--- src/include/udp_echo_config.svh ---
`ifndef UDP_ECHO_CONFIG_SVH
`define UDP_ECHO_CONFIG_SVH

// number of parallel echo lanes
`define ECHO_LANES 4

// per-lane buffering
// header FIFO holds whole reply headers
`define ECHO_HDR_DEPTH 2
// payload FIFO holds single bytes
`define ECHO_PAYLOAD_DEPTH 16

// datagrams to this UDP port are echoed and all others dropped
`define ECHO_PORT 16'd1234

// our own address 192.168.1.128
`define ECHO_LOCAL_IP {8'd192, 8'd168, 8'd1, 8'd128}

// TTL placed in every reply
`define ECHO_REPLY_TTL 8'd64

`endif

--- src/verilog/udp_echo_pkg.sv ---
package udp_echo_pkg;

    // parsed UDP header with one layout for received and reply side
    typedef struct packed {
        // IP addresses
        logic [31:0] src_ip;
        logic [31:0] dst_ip;
        // time to live from the IP header
        logic [7:0]  ttl;
        // UDP ports
        logic [15:0] src_port;
        logic [15:0] dst_port;
        // UDP length field copied into the reply as is
        logic [15:0] length;
    } udp_hdr_t;

    // one byte of payload
    typedef struct packed {
        logic [7:0] data;
        // final byte of the datagram
        logic       last;
        // error flag that travels with the byte untouched
        logic       user;
    } payload_beat_t;

endpackage

--- src/verilog/stream_fifo.sv ---
`timescale 1ns/1ps

module stream_fifo #(
    parameter type T = logic [7:0],
    parameter int DEPTH = 2
) (
    input  logic clk,
    input  logic rst,

    input  T     in_data,
    input  logic in_valid,
    output logic in_ready,

    output T     out_data,
    output logic out_valid,
    input  logic out_ready
);
    localparam int PTR_W = (DEPTH > 1) ? $clog2(DEPTH) : 1;
    localparam int CNT_W = $clog2(DEPTH + 1);

    T mem [DEPTH];

    logic [PTR_W-1:0] wr_ptr;
    logic [PTR_W-1:0] rd_ptr;
    logic [CNT_W-1:0] count;
    logic             do_write;
    logic             do_read;

    assign in_ready  = (count != CNT_W'(DEPTH));
    assign out_valid = (count != '0);
    assign out_data  = mem[rd_ptr];

    assign do_write = in_valid && in_ready;
    assign do_read  = out_valid && out_ready;

    // entry storage
    always_ff @(posedge clk) begin
        if (do_write) begin
            mem[wr_ptr] <= in_data;
        end
    end

    always_ff @(posedge clk) begin
        if (rst) begin
            wr_ptr <= '0;
            rd_ptr <= '0;
            count  <= '0;
        end else begin
            if (do_write) begin
                wr_ptr <= (wr_ptr == PTR_W'(DEPTH - 1)) ? '0 : wr_ptr + 1'b1;
            end
            if (do_read) begin
                rd_ptr <= (rd_ptr == PTR_W'(DEPTH - 1)) ? '0 : rd_ptr + 1'b1;
            end
            // simultaneous read and write leaves the count alone
            if (do_write && !do_read) begin
                count <= count + 1'b1;
            end else if (do_read && !do_write) begin
                count <= count - 1'b1;
            end
        end
    end

endmodule

--- src/verilog/echo_dispatch.sv ---
`timescale 1ns/1ps
`include "udp_echo_config.svh"

module echo_dispatch
    import udp_echo_pkg::*;
#(
    parameter int LANES = `ECHO_LANES
) (
    input  logic              clk,
    input  logic              rst,

    input  udp_hdr_t          rx_hdr,
    input  logic              rx_hdr_valid,
    output logic              rx_hdr_ready,
    input  payload_beat_t     rx_beat,
    input  logic              rx_beat_valid,
    output logic              rx_beat_ready,

    output udp_hdr_t          lane_hdr,
    output logic [LANES-1:0]  lane_hdr_valid,
    input  logic [LANES-1:0]  lane_hdr_ready,
    output payload_beat_t     lane_beat,
    output logic [LANES-1:0]  lane_beat_valid,
    input  logic [LANES-1:0]  lane_beat_ready
);
    localparam int PTR_W = (LANES > 1) ? $clog2(LANES) : 1;

    typedef enum logic {ST_HDR, ST_PAYLOAD} state_t;

    state_t           state;
    logic             drop;
    logic [PTR_W-1:0] lane_ptr;
    logic             port_match;
    logic             hdr_fire;
    logic             beat_fire;

    assign port_match = (rx_hdr.dst_port == `ECHO_PORT);

    // a frame for another port is taken at once and thrown away
    assign rx_hdr_ready  = (state == ST_HDR) && (!port_match || lane_hdr_ready[lane_ptr]);
    assign rx_beat_ready = (state == ST_PAYLOAD) && (drop || lane_beat_ready[lane_ptr]);

    assign hdr_fire  = rx_hdr_valid && rx_hdr_ready;
    assign beat_fire = rx_beat_valid && rx_beat_ready;

    // data goes to every lane but only the selected one sees valid
    assign lane_hdr  = rx_hdr;
    assign lane_beat = rx_beat;

    always_comb begin
        lane_hdr_valid  = '0;
        lane_beat_valid = '0;
        lane_hdr_valid[lane_ptr]  = (state == ST_HDR) && rx_hdr_valid && port_match;
        lane_beat_valid[lane_ptr] = (state == ST_PAYLOAD) && rx_beat_valid && !drop;
    end

    always_ff @(posedge clk) begin
        if (rst) begin
            state    <= ST_HDR;
            drop     <= 1'b0;
            lane_ptr <= '0;
        end else begin
            case (state)
                ST_HDR: begin
                    if (hdr_fire) begin
                        state <= ST_PAYLOAD;
                        drop  <= !port_match;
                    end
                end
                ST_PAYLOAD: begin
                    if (beat_fire && rx_beat.last) begin
                        state <= ST_HDR;
                        // dropped frames do not use up a lane
                        if (!drop) begin
                            lane_ptr <= (lane_ptr == PTR_W'(LANES - 1)) ? '0 : lane_ptr + 1'b1;
                        end
                    end
                end
                default: state <= ST_HDR;
            endcase
        end
    end

endmodule

--- src/verilog/echo_lane.sv ---
`timescale 1ns/1ps
`include "udp_echo_config.svh"

module echo_lane
    import udp_echo_pkg::*;
(
    input  logic          clk,
    input  logic          rst,

    input  udp_hdr_t      in_hdr,
    input  logic          in_hdr_valid,
    output logic          in_hdr_ready,
    input  payload_beat_t in_beat,
    input  logic          in_beat_valid,
    output logic          in_beat_ready,

    output udp_hdr_t      out_hdr,
    output logic          out_hdr_valid,
    input  logic          out_hdr_ready,
    output payload_beat_t out_beat,
    output logic          out_beat_valid,
    input  logic          out_beat_ready
);
    udp_hdr_t reply_hdr;

    // turn the request header around before it is stored
    always_comb begin
        reply_hdr.src_ip   = `ECHO_LOCAL_IP;
        reply_hdr.dst_ip   = in_hdr.src_ip;
        reply_hdr.ttl      = `ECHO_REPLY_TTL;
        reply_hdr.src_port = in_hdr.dst_port;
        reply_hdr.dst_port = in_hdr.src_port;
        reply_hdr.length   = in_hdr.length;
    end

    stream_fifo #(.T(udp_hdr_t), .DEPTH(`ECHO_HDR_DEPTH)) hdr_fifo (
        .clk       (clk),
        .rst       (rst),
        .in_data   (reply_hdr),
        .in_valid  (in_hdr_valid),
        .in_ready  (in_hdr_ready),
        .out_data  (out_hdr),
        .out_valid (out_hdr_valid),
        .out_ready (out_hdr_ready)
    );

    // payload bytes pass unchanged with their user flag
    stream_fifo #(.T(payload_beat_t), .DEPTH(`ECHO_PAYLOAD_DEPTH)) beat_fifo (
        .clk       (clk),
        .rst       (rst),
        .in_data   (in_beat),
        .in_valid  (in_beat_valid),
        .in_ready  (in_beat_ready),
        .out_data  (out_beat),
        .out_valid (out_beat_valid),
        .out_ready (out_beat_ready)
    );

endmodule

--- src/verilog/echo_collect.sv ---
`timescale 1ns/1ps
`include "udp_echo_config.svh"

module echo_collect
    import udp_echo_pkg::*;
#(
    parameter int LANES = `ECHO_LANES
) (
    input  logic              clk,
    input  logic              rst,

    input  udp_hdr_t          lane_hdr [LANES],
    input  logic [LANES-1:0]  lane_hdr_valid,
    output logic [LANES-1:0]  lane_hdr_ready,
    input  payload_beat_t     lane_beat [LANES],
    input  logic [LANES-1:0]  lane_beat_valid,
    output logic [LANES-1:0]  lane_beat_ready,

    output udp_hdr_t          tx_hdr,
    output logic              tx_hdr_valid,
    input  logic              tx_hdr_ready,
    output payload_beat_t     tx_beat,
    output logic              tx_beat_valid,
    input  logic              tx_beat_ready,

    output logic [7:0]        led
);
    localparam int PTR_W = (LANES > 1) ? $clog2(LANES) : 1;

    typedef enum logic {ST_HDR, ST_PAYLOAD} state_t;

    state_t           state;
    logic [PTR_W-1:0] lane_ptr;
    logic             first_beat;
    logic             hdr_fire;
    logic             beat_fire;

    // selected lane drives the transmit side
    assign tx_hdr        = lane_hdr[lane_ptr];
    assign tx_hdr_valid  = (state == ST_HDR) && lane_hdr_valid[lane_ptr];
    assign tx_beat       = lane_beat[lane_ptr];
    assign tx_beat_valid = (state == ST_PAYLOAD) && lane_beat_valid[lane_ptr];

    always_comb begin
        lane_hdr_ready  = '0;
        lane_beat_ready = '0;
        lane_hdr_ready[lane_ptr]  = (state == ST_HDR) && tx_hdr_ready;
        lane_beat_ready[lane_ptr] = (state == ST_PAYLOAD) && tx_beat_ready;
    end

    assign hdr_fire  = tx_hdr_valid && tx_hdr_ready;
    assign beat_fire = tx_beat_valid && tx_beat_ready;

    // same lane order as the dispatcher, so replies keep request order
    always_ff @(posedge clk) begin
        if (rst) begin
            state      <= ST_HDR;
            lane_ptr   <= '0;
            first_beat <= 1'b0;
            led        <= '0;
        end else begin
            case (state)
                ST_HDR: begin
                    if (hdr_fire) begin
                        state      <= ST_PAYLOAD;
                        first_beat <= 1'b1;
                    end
                end
                ST_PAYLOAD: begin
                    if (beat_fire) begin
                        first_beat <= 1'b0;
                        // show first byte of each reply
                        if (first_beat) begin
                            led <= tx_beat.data;
                        end
                        if (tx_beat.last) begin
                            state    <= ST_HDR;
                            lane_ptr <= (lane_ptr == PTR_W'(LANES - 1)) ? '0 : lane_ptr + 1'b1;
                        end
                    end
                end
                default: state <= ST_HDR;
            endcase
        end
    end

endmodule

--- src/verilog/udp_echo_top.sv ---
`timescale 1ns/1ps
`include "udp_echo_config.svh"

module udp_echo_top
    import udp_echo_pkg::*;
#(
    parameter int LANES = `ECHO_LANES
) (
    input  logic          clk,
    input  logic          rst,

    input  udp_hdr_t      rx_hdr,
    input  logic          rx_hdr_valid,
    output logic          rx_hdr_ready,
    input  payload_beat_t rx_beat,
    input  logic          rx_beat_valid,
    output logic          rx_beat_ready,

    output udp_hdr_t      tx_hdr,
    output logic          tx_hdr_valid,
    input  logic          tx_hdr_ready,
    output payload_beat_t tx_beat,
    output logic          tx_beat_valid,
    input  logic          tx_beat_ready,

    output logic [7:0]    led
);
    // dispatcher to lanes with shared data and per-lane handshake
    udp_hdr_t         in_hdr;
    logic [LANES-1:0] in_hdr_valid;
    logic [LANES-1:0] in_hdr_ready;
    payload_beat_t    in_beat;
    logic [LANES-1:0] in_beat_valid;
    logic [LANES-1:0] in_beat_ready;

    // lanes to collector
    udp_hdr_t         out_hdr [LANES];
    logic [LANES-1:0] out_hdr_valid;
    logic [LANES-1:0] out_hdr_ready;
    payload_beat_t    out_beat [LANES];
    logic [LANES-1:0] out_beat_valid;
    logic [LANES-1:0] out_beat_ready;

    echo_dispatch #(.LANES(LANES)) dispatch0 (
        .clk             (clk),
        .rst             (rst),
        .rx_hdr          (rx_hdr),
        .rx_hdr_valid    (rx_hdr_valid),
        .rx_hdr_ready    (rx_hdr_ready),
        .rx_beat         (rx_beat),
        .rx_beat_valid   (rx_beat_valid),
        .rx_beat_ready   (rx_beat_ready),
        .lane_hdr        (in_hdr),
        .lane_hdr_valid  (in_hdr_valid),
        .lane_hdr_ready  (in_hdr_ready),
        .lane_beat       (in_beat),
        .lane_beat_valid (in_beat_valid),
        .lane_beat_ready (in_beat_ready)
    );

    for (genvar i = 0; i < LANES; i++) begin : g_lane
        echo_lane lane (
            .clk            (clk),
            .rst            (rst),
            .in_hdr         (in_hdr),
            .in_hdr_valid   (in_hdr_valid[i]),
            .in_hdr_ready   (in_hdr_ready[i]),
            .in_beat        (in_beat),
            .in_beat_valid  (in_beat_valid[i]),
            .in_beat_ready  (in_beat_ready[i]),
            .out_hdr        (out_hdr[i]),
            .out_hdr_valid  (out_hdr_valid[i]),
            .out_hdr_ready  (out_hdr_ready[i]),
            .out_beat       (out_beat[i]),
            .out_beat_valid (out_beat_valid[i]),
            .out_beat_ready (out_beat_ready[i])
        );
    end

    echo_collect #(.LANES(LANES)) collect0 (
        .clk             (clk),
        .rst             (rst),
        .lane_hdr        (out_hdr),
        .lane_hdr_valid  (out_hdr_valid),
        .lane_hdr_ready  (out_hdr_ready),
        .lane_beat       (out_beat),
        .lane_beat_valid (out_beat_valid),
        .lane_beat_ready (out_beat_ready),
        .tx_hdr          (tx_hdr),
        .tx_hdr_valid    (tx_hdr_valid),
        .tx_hdr_ready    (tx_hdr_ready),
        .tx_beat         (tx_beat),
        .tx_beat_valid   (tx_beat_valid),
        .tx_beat_ready   (tx_beat_ready),
        .led             (led)
    );

endmodule

--- config.mk ---
export PLATFORM = sky130hd
export DESIGN_NAME = udp_echo_top
export DESIGN_NICKNAME = d
export VERILOG_FILES = /design/src/verilog/udp_echo_pkg.sv /design/src/verilog/stream_fifo.sv /design/src/verilog/echo_dispatch.sv /design/src/verilog/echo_lane.sv /design/src/verilog/echo_collect.sv /design/src/verilog/udp_echo_top.sv
export VERILOG_INCLUDE_DIRS = /design/src /design/src/include
export SDC_FILE = /design/constraint.sdc
export NUM_CORES = 2
export LEC_CHECK = 0
export BUFFER_PORTS_ARGS = -buffer_cell sky130_fd_sc_hd__buf_2
export CAP_MARGIN = 30
export CORE_MARGIN = 2
export CORE_UTILIZATION = 55
export CTS_CLUSTER_SIZE = 40
export DETAILED_ROUTE_END_ITERATION = 10
export PLACE_DENSITY = 0.73
export SLEW_MARGIN = 20
export SYNTH_ARGS = -nofsm -noshare
export SYNTH_HDL_FRONTEND = slang
export SYNTH_SLANG_ARGS = --single-unit
--- constraint.sdc ---
create_clock -name clk -period 7.43 [get_ports clk]
set_input_delay 1.486 -clock clk [delete_from_list [all_inputs] [get_ports clk]]
set_output_delay 1.486 -clock clk [all_outputs]
set_load 0.02 [all_outputs]
==> flow_summary.rst <==
.. list-table::
   :header-rows: 1

   * - Metric
     - Value
   * - Share of the yosys chip area belonging to registers
     - 73.7%
   * - Pin count of the biggest net entering global routing
     - 85
   * - Area share of the largest cell type after synthesis
     - 69.9%
   * - Routed vias/inst
     - 6.04
   * - Worst Setup End Kind
     - primary output
   * - Initial Utilization
     - 55.7%
   * - EDFF count, synth
     - 1280
   * - Number of max-capacitance violations reported
     - 0
   * - Post-route DRC
     - 0
   * - Top Usage Layer GRT
     - met2
   * - H-tree levels
     - 4
   * - FP Rows
     - 115
   * - Areal power density over the cells
     - 249 nW/um2
   * - PortBufs
     - 197
   * - Relative slew slack
     - 32.7%
   * - CP peak stage delay
     - 0.81 ns
   * - Met1 Track Usage GR
     - 31.3%
   * - Leftover overflow at the end of global routing
     - 0
   * - Fin crit period
     - 5.46 ns
   * - Finished Core Util
     - 63.1%
   * - CTS Root Buffer Type
     - clkbuf_16
   * - Met3 global-route usage
     - 5.27%
   * - Cell type contributing the most total cell area after synthesis
     - edfxtp_1
   * - Design Area, Final
     - 62200 um2
   * - HPWL after DPL
     - 72600 um
   * - Number of hold violations in the final report
     - 0
   * - Area delta synth->final
     - 13.2%
   * - Result of the run
     - finished clean
   * - Initial antenna violation count
     - 18
   * - Iteration-0 DRC count of the detailed router
     - 2881
   * - Number of buffers and inverters on the critical path
     - 2
   * - Register bit count reported by yosys
     - 1384
   * - Leakage Power
     - 19.9 nW
   * - Max-slew violation total from the final report
     - 0
   * - CTS clk-pin slew, worst paths
     - 0.06 ns
   * - Kind of critical path
     - reg2out
   * - Leading register cell type out of synthesis
     - edfxtp_1
   * - Fraction of met2 tracks used by global routing
     - 39.4%
   * - Required time worst endpoint
     - 5.94 ns
   * - Fraction of the cycle the final worst path needs
     - 73.4%
   * - Ordered list of cells on the worst path
     - buf_4, mux4_2, o22ai_1, nor3_1, o21ai_0, nand2_1, buf_2
   * - Sink count of the clock tree
     - 1384
   * - DIE AREA
     - 103000 um2
   * - Share of layout cells above drive strength 1
     - 22.7%
   * - Launch instance of the worst register-to-register path
     - collect0.lane_ptr[1]$_SDFFE_PP0P_
   * - Detailed-route via count
     - 27700
   * - Largest clock skew in the final design
     - 0.0338 ns
   * - Area of the mapped netlist
     - 55000 um2
   * - Final wirelength
     - 120000 um
   * - Core region area
     - 98700 um2
   * - Reg-to-reg slack, setup
     - 3.80 ns
   * - Clock tree from TritonCTS
     - done
   * - Die outline width
     - 320 um
   * - Maximum clock frequency
     - 0.183 GHz
   * - Routability-driven placement congestion ratio
     - 0.792
   * - Synth area leaders
     - edfxtp_1 (70%), mux4_2 (9.8%), mux2i_1 (6.9%), dfxtp_1 (3.8%), ha_1 (1.2%)
   * - Remaining antenna violation count
     - 0
   * - Number of buffers created by CTS
     - 138
   * - Unique masters post-synth
     - 61
   * - Min-Delay Path Depth
     - 2
   * - Class of the worst hold path
     - reg2reg
   * - Largest fanout on the critical path
     - 22
   * - IR drop worst, VDD
     - 213 uV
   * - Layout Nets
     - 3379
   * - CTS max path bufs
     - 3
   * - R2r endpoint
     - g_lane[0].lane.beat_fifo.count[4]$_SDFFE_PP0P_
   * - GRT Overall Usage
     - 23.6%
   * - Worst R2R Path Depth
     - 13
   * - Share of flip-flops with an asynchronous set or reset after synthesis
     - 0%
   * - Die Span Y
     - 320 um
   * - Detail-routed net length per standard cell
     - 26.2 um
   * - Post-detailed-placement cell area
     - 57700 um2
   * - Transition at the pin with the smallest max-transition slack
     - 1.01 ns
   * - Post-cts repair resize count
     - 0
   * - Slowest stage cell on the critical path
     - dfxtp_2
   * - Setup-failing EPs final
     - 0
   * - Total I/O pin count
     - 278
   * - Hold-fix buffers at CTS
     - 0
   * - First-pass iteration count of the detailed router
     - 6
   * - Per-instance average area after synthesis
     - 19.0 um2
   * - First-pass GRT wire length
     - 179000 um
   * - WP data arrival
     - 3.97 ns
   * - Sum of negative setup slack
     - 0 ns
   * - Crit start category
     - register
   * - Post-CTS repair timing setup buffer count
     - 0
   * - Gate Count Post-Synth
     - 2899
   * - Via count of the first global-routing pass
     - 28500
   * - CP delay by family, top
     - compound AO/OA/AOI/OAI gates
   * - RSZ-0062 raised after global routing
     - no
   * - Latest clock arrival within the worst-skew pair
     - 0.76 ns
   * - Count of yosys warnings during synthesis
     - 0
   * - Min-delay src
     - g_lane[2].lane.hdr_fifo.rd_ptr$_SDFFE_PP0P_
## synth_stat cells, drive strengths merged (7+ instances only)
cell,number
nor3,19
o22ai,12
or3,15
buf,101
and3,18
a21oi,64
clkbuf,65
inv,113
a22oi,20
a31oi,12
nand2,71
nand3,10
nor2b,17
a221oi,7
and2,34
o21ai,32
xor2,27
nand2b,11
mux2i,381
dfxtp,104
mux4,244
ha,51
nor2,111
xnor2,12
edfxtp,1280
## logic make-up after synthesis
family	Yosys count	share of synthesized area (%)
AOI/OAI and AO/OA	178	2.03
xor gates and xnor gates	39	0.621
adders and majority gates	55	1.31
buffers and inverters	280	2.37
DFF	1384	73.7
muxes	629	17.0
other	2	0.0137
and+or+nand+nor	332	2.94
## report_power, final
group          total [mW]  internal, mW  switching (mW)  leakage, nW
combinational       0.220        0.0494           0.171         5.39
sequential           8.51          8.50         0.00577         12.3
clock                6.75          3.82            2.93         2.14
total                15.5          12.4            3.11         19.9
## registers in the layout (all words and copies together) (netlist names), named ones only
signal	cells
collect0.state	1
collect0.lane_ptr	2
dispatch0.drop	1
collect0.first_beat	1
g_lane.lane.beat_fifo.mem	640
g_lane.lane.hdr_fifo.wr_ptr	4
g_lane.lane.beat_fifo.rd_ptr	16
collect0.led	8
g_lane.lane.hdr_fifo.count	8
g_lane.lane.hdr_fifo.mem	640
dispatch0.lane_ptr	2
dispatch0.state	1
g_lane.lane.beat_fifo.count	20
g_lane.lane.hdr_fifo.rd_ptr	4
g_lane.lane.beat_fifo.wr_ptr	16
## how the worst max path moves through the flow
stage                           from                                      endpoint  slack (ns)  cells past startpoint
after floorplan           rx_hdr[29]   g_lane[0].lane.hdr_fifo.mem[0][0]$_DFFE_PP_        0.89                      5
after global placement    rx_hdr[25]  g_lane[1].lane.hdr_fifo.mem[0][50]$_DFFE_PP_        2.28                      7
after CTS                   register                                    tx_beat[0]        1.84                      5
final                       register                                    tx_beat[8]        1.97                      7
after detailed placement  rx_hdr[25]  g_lane[1].lane.hdr_fifo.mem[0][50]$_DFFE_PP_        2.22                      7
after global routing        register                                    tx_beat[3]        1.87                      7
## stage by stage
stage	total power, mW	hold slack (ns)	setup WS [ns]	cells
after global routing	15.9	0.523	1.87	4588
after CTS	15.6	0.490	1.84	4577
final	15.5	0.492	1.97	4593
after floorplan	8.76	0.472	0.887	2937
after global placement	8.87	0.484	2.28	4303
after detailed placement	8.89	0.497	2.22	4327
## layout by cell type, fill, tap and decap left out, types with 7 or more instances in the layout
cell / count
nand3_1: 10
conb_1: 40
nor3_1: 14
nor2_1: 106
and3_1: 18
a21oi_1: 64
buf_6: 12
mux2i_1: 381
a22oi_1: 20
buf_2: 197
clkbuf_1: 44
xor2_1: 27
a31oi_1: 12
clkinv_2: 17
dfxtp_1: 93
buf_12: 9
diode_2: 8
edfxtp_1: 1280
xnor2_1: 12
nor2b_1: 13
mux4_2: 239
nand2_1: 71
clkbuf_16: 140
and2_1: 30
or3_1: 15
bufinv_16: 7
o21ai_0: 32
clkinv_1: 20
ha_1: 51
o22ai_1: 12
nand2b_1: 11
inv_1: 112
buf_4: 55
## layer usage
layer,up-vias,share of wire [%]
met5,-,0.096
met4,18,2.1
met3,200,8.1
met2,1148,50
met1,14400,39
li1,12000,-
## worst reg2reg max path, delay by kind of cell (launching register included)
kind | cells | cell delay [ns]
adders and majority gates | 3 | 0.95
buffers and inverters | 3 | 0.72
AOI/OAI and AO/OA | 3 | 0.63
DFF | 1 | 0.54
and+or+nand+nor | 3 | 0.52
xor gates and xnor gates | 1 | 0.14
## cell type report
type,count,area (um2)
Fill cell,6663,36500
Inverter,114,430
Sequential cell,1384,40500
Clock buffer,188,3720
Clock inverter,62,709
Antenna cell,8,20.0
Multi-Input combinational cell,1273,13400
Tap cell,1287,1610
Timing Repair Buffer,277,1810
No activity file was read; power rests on OpenSTA's default activity.
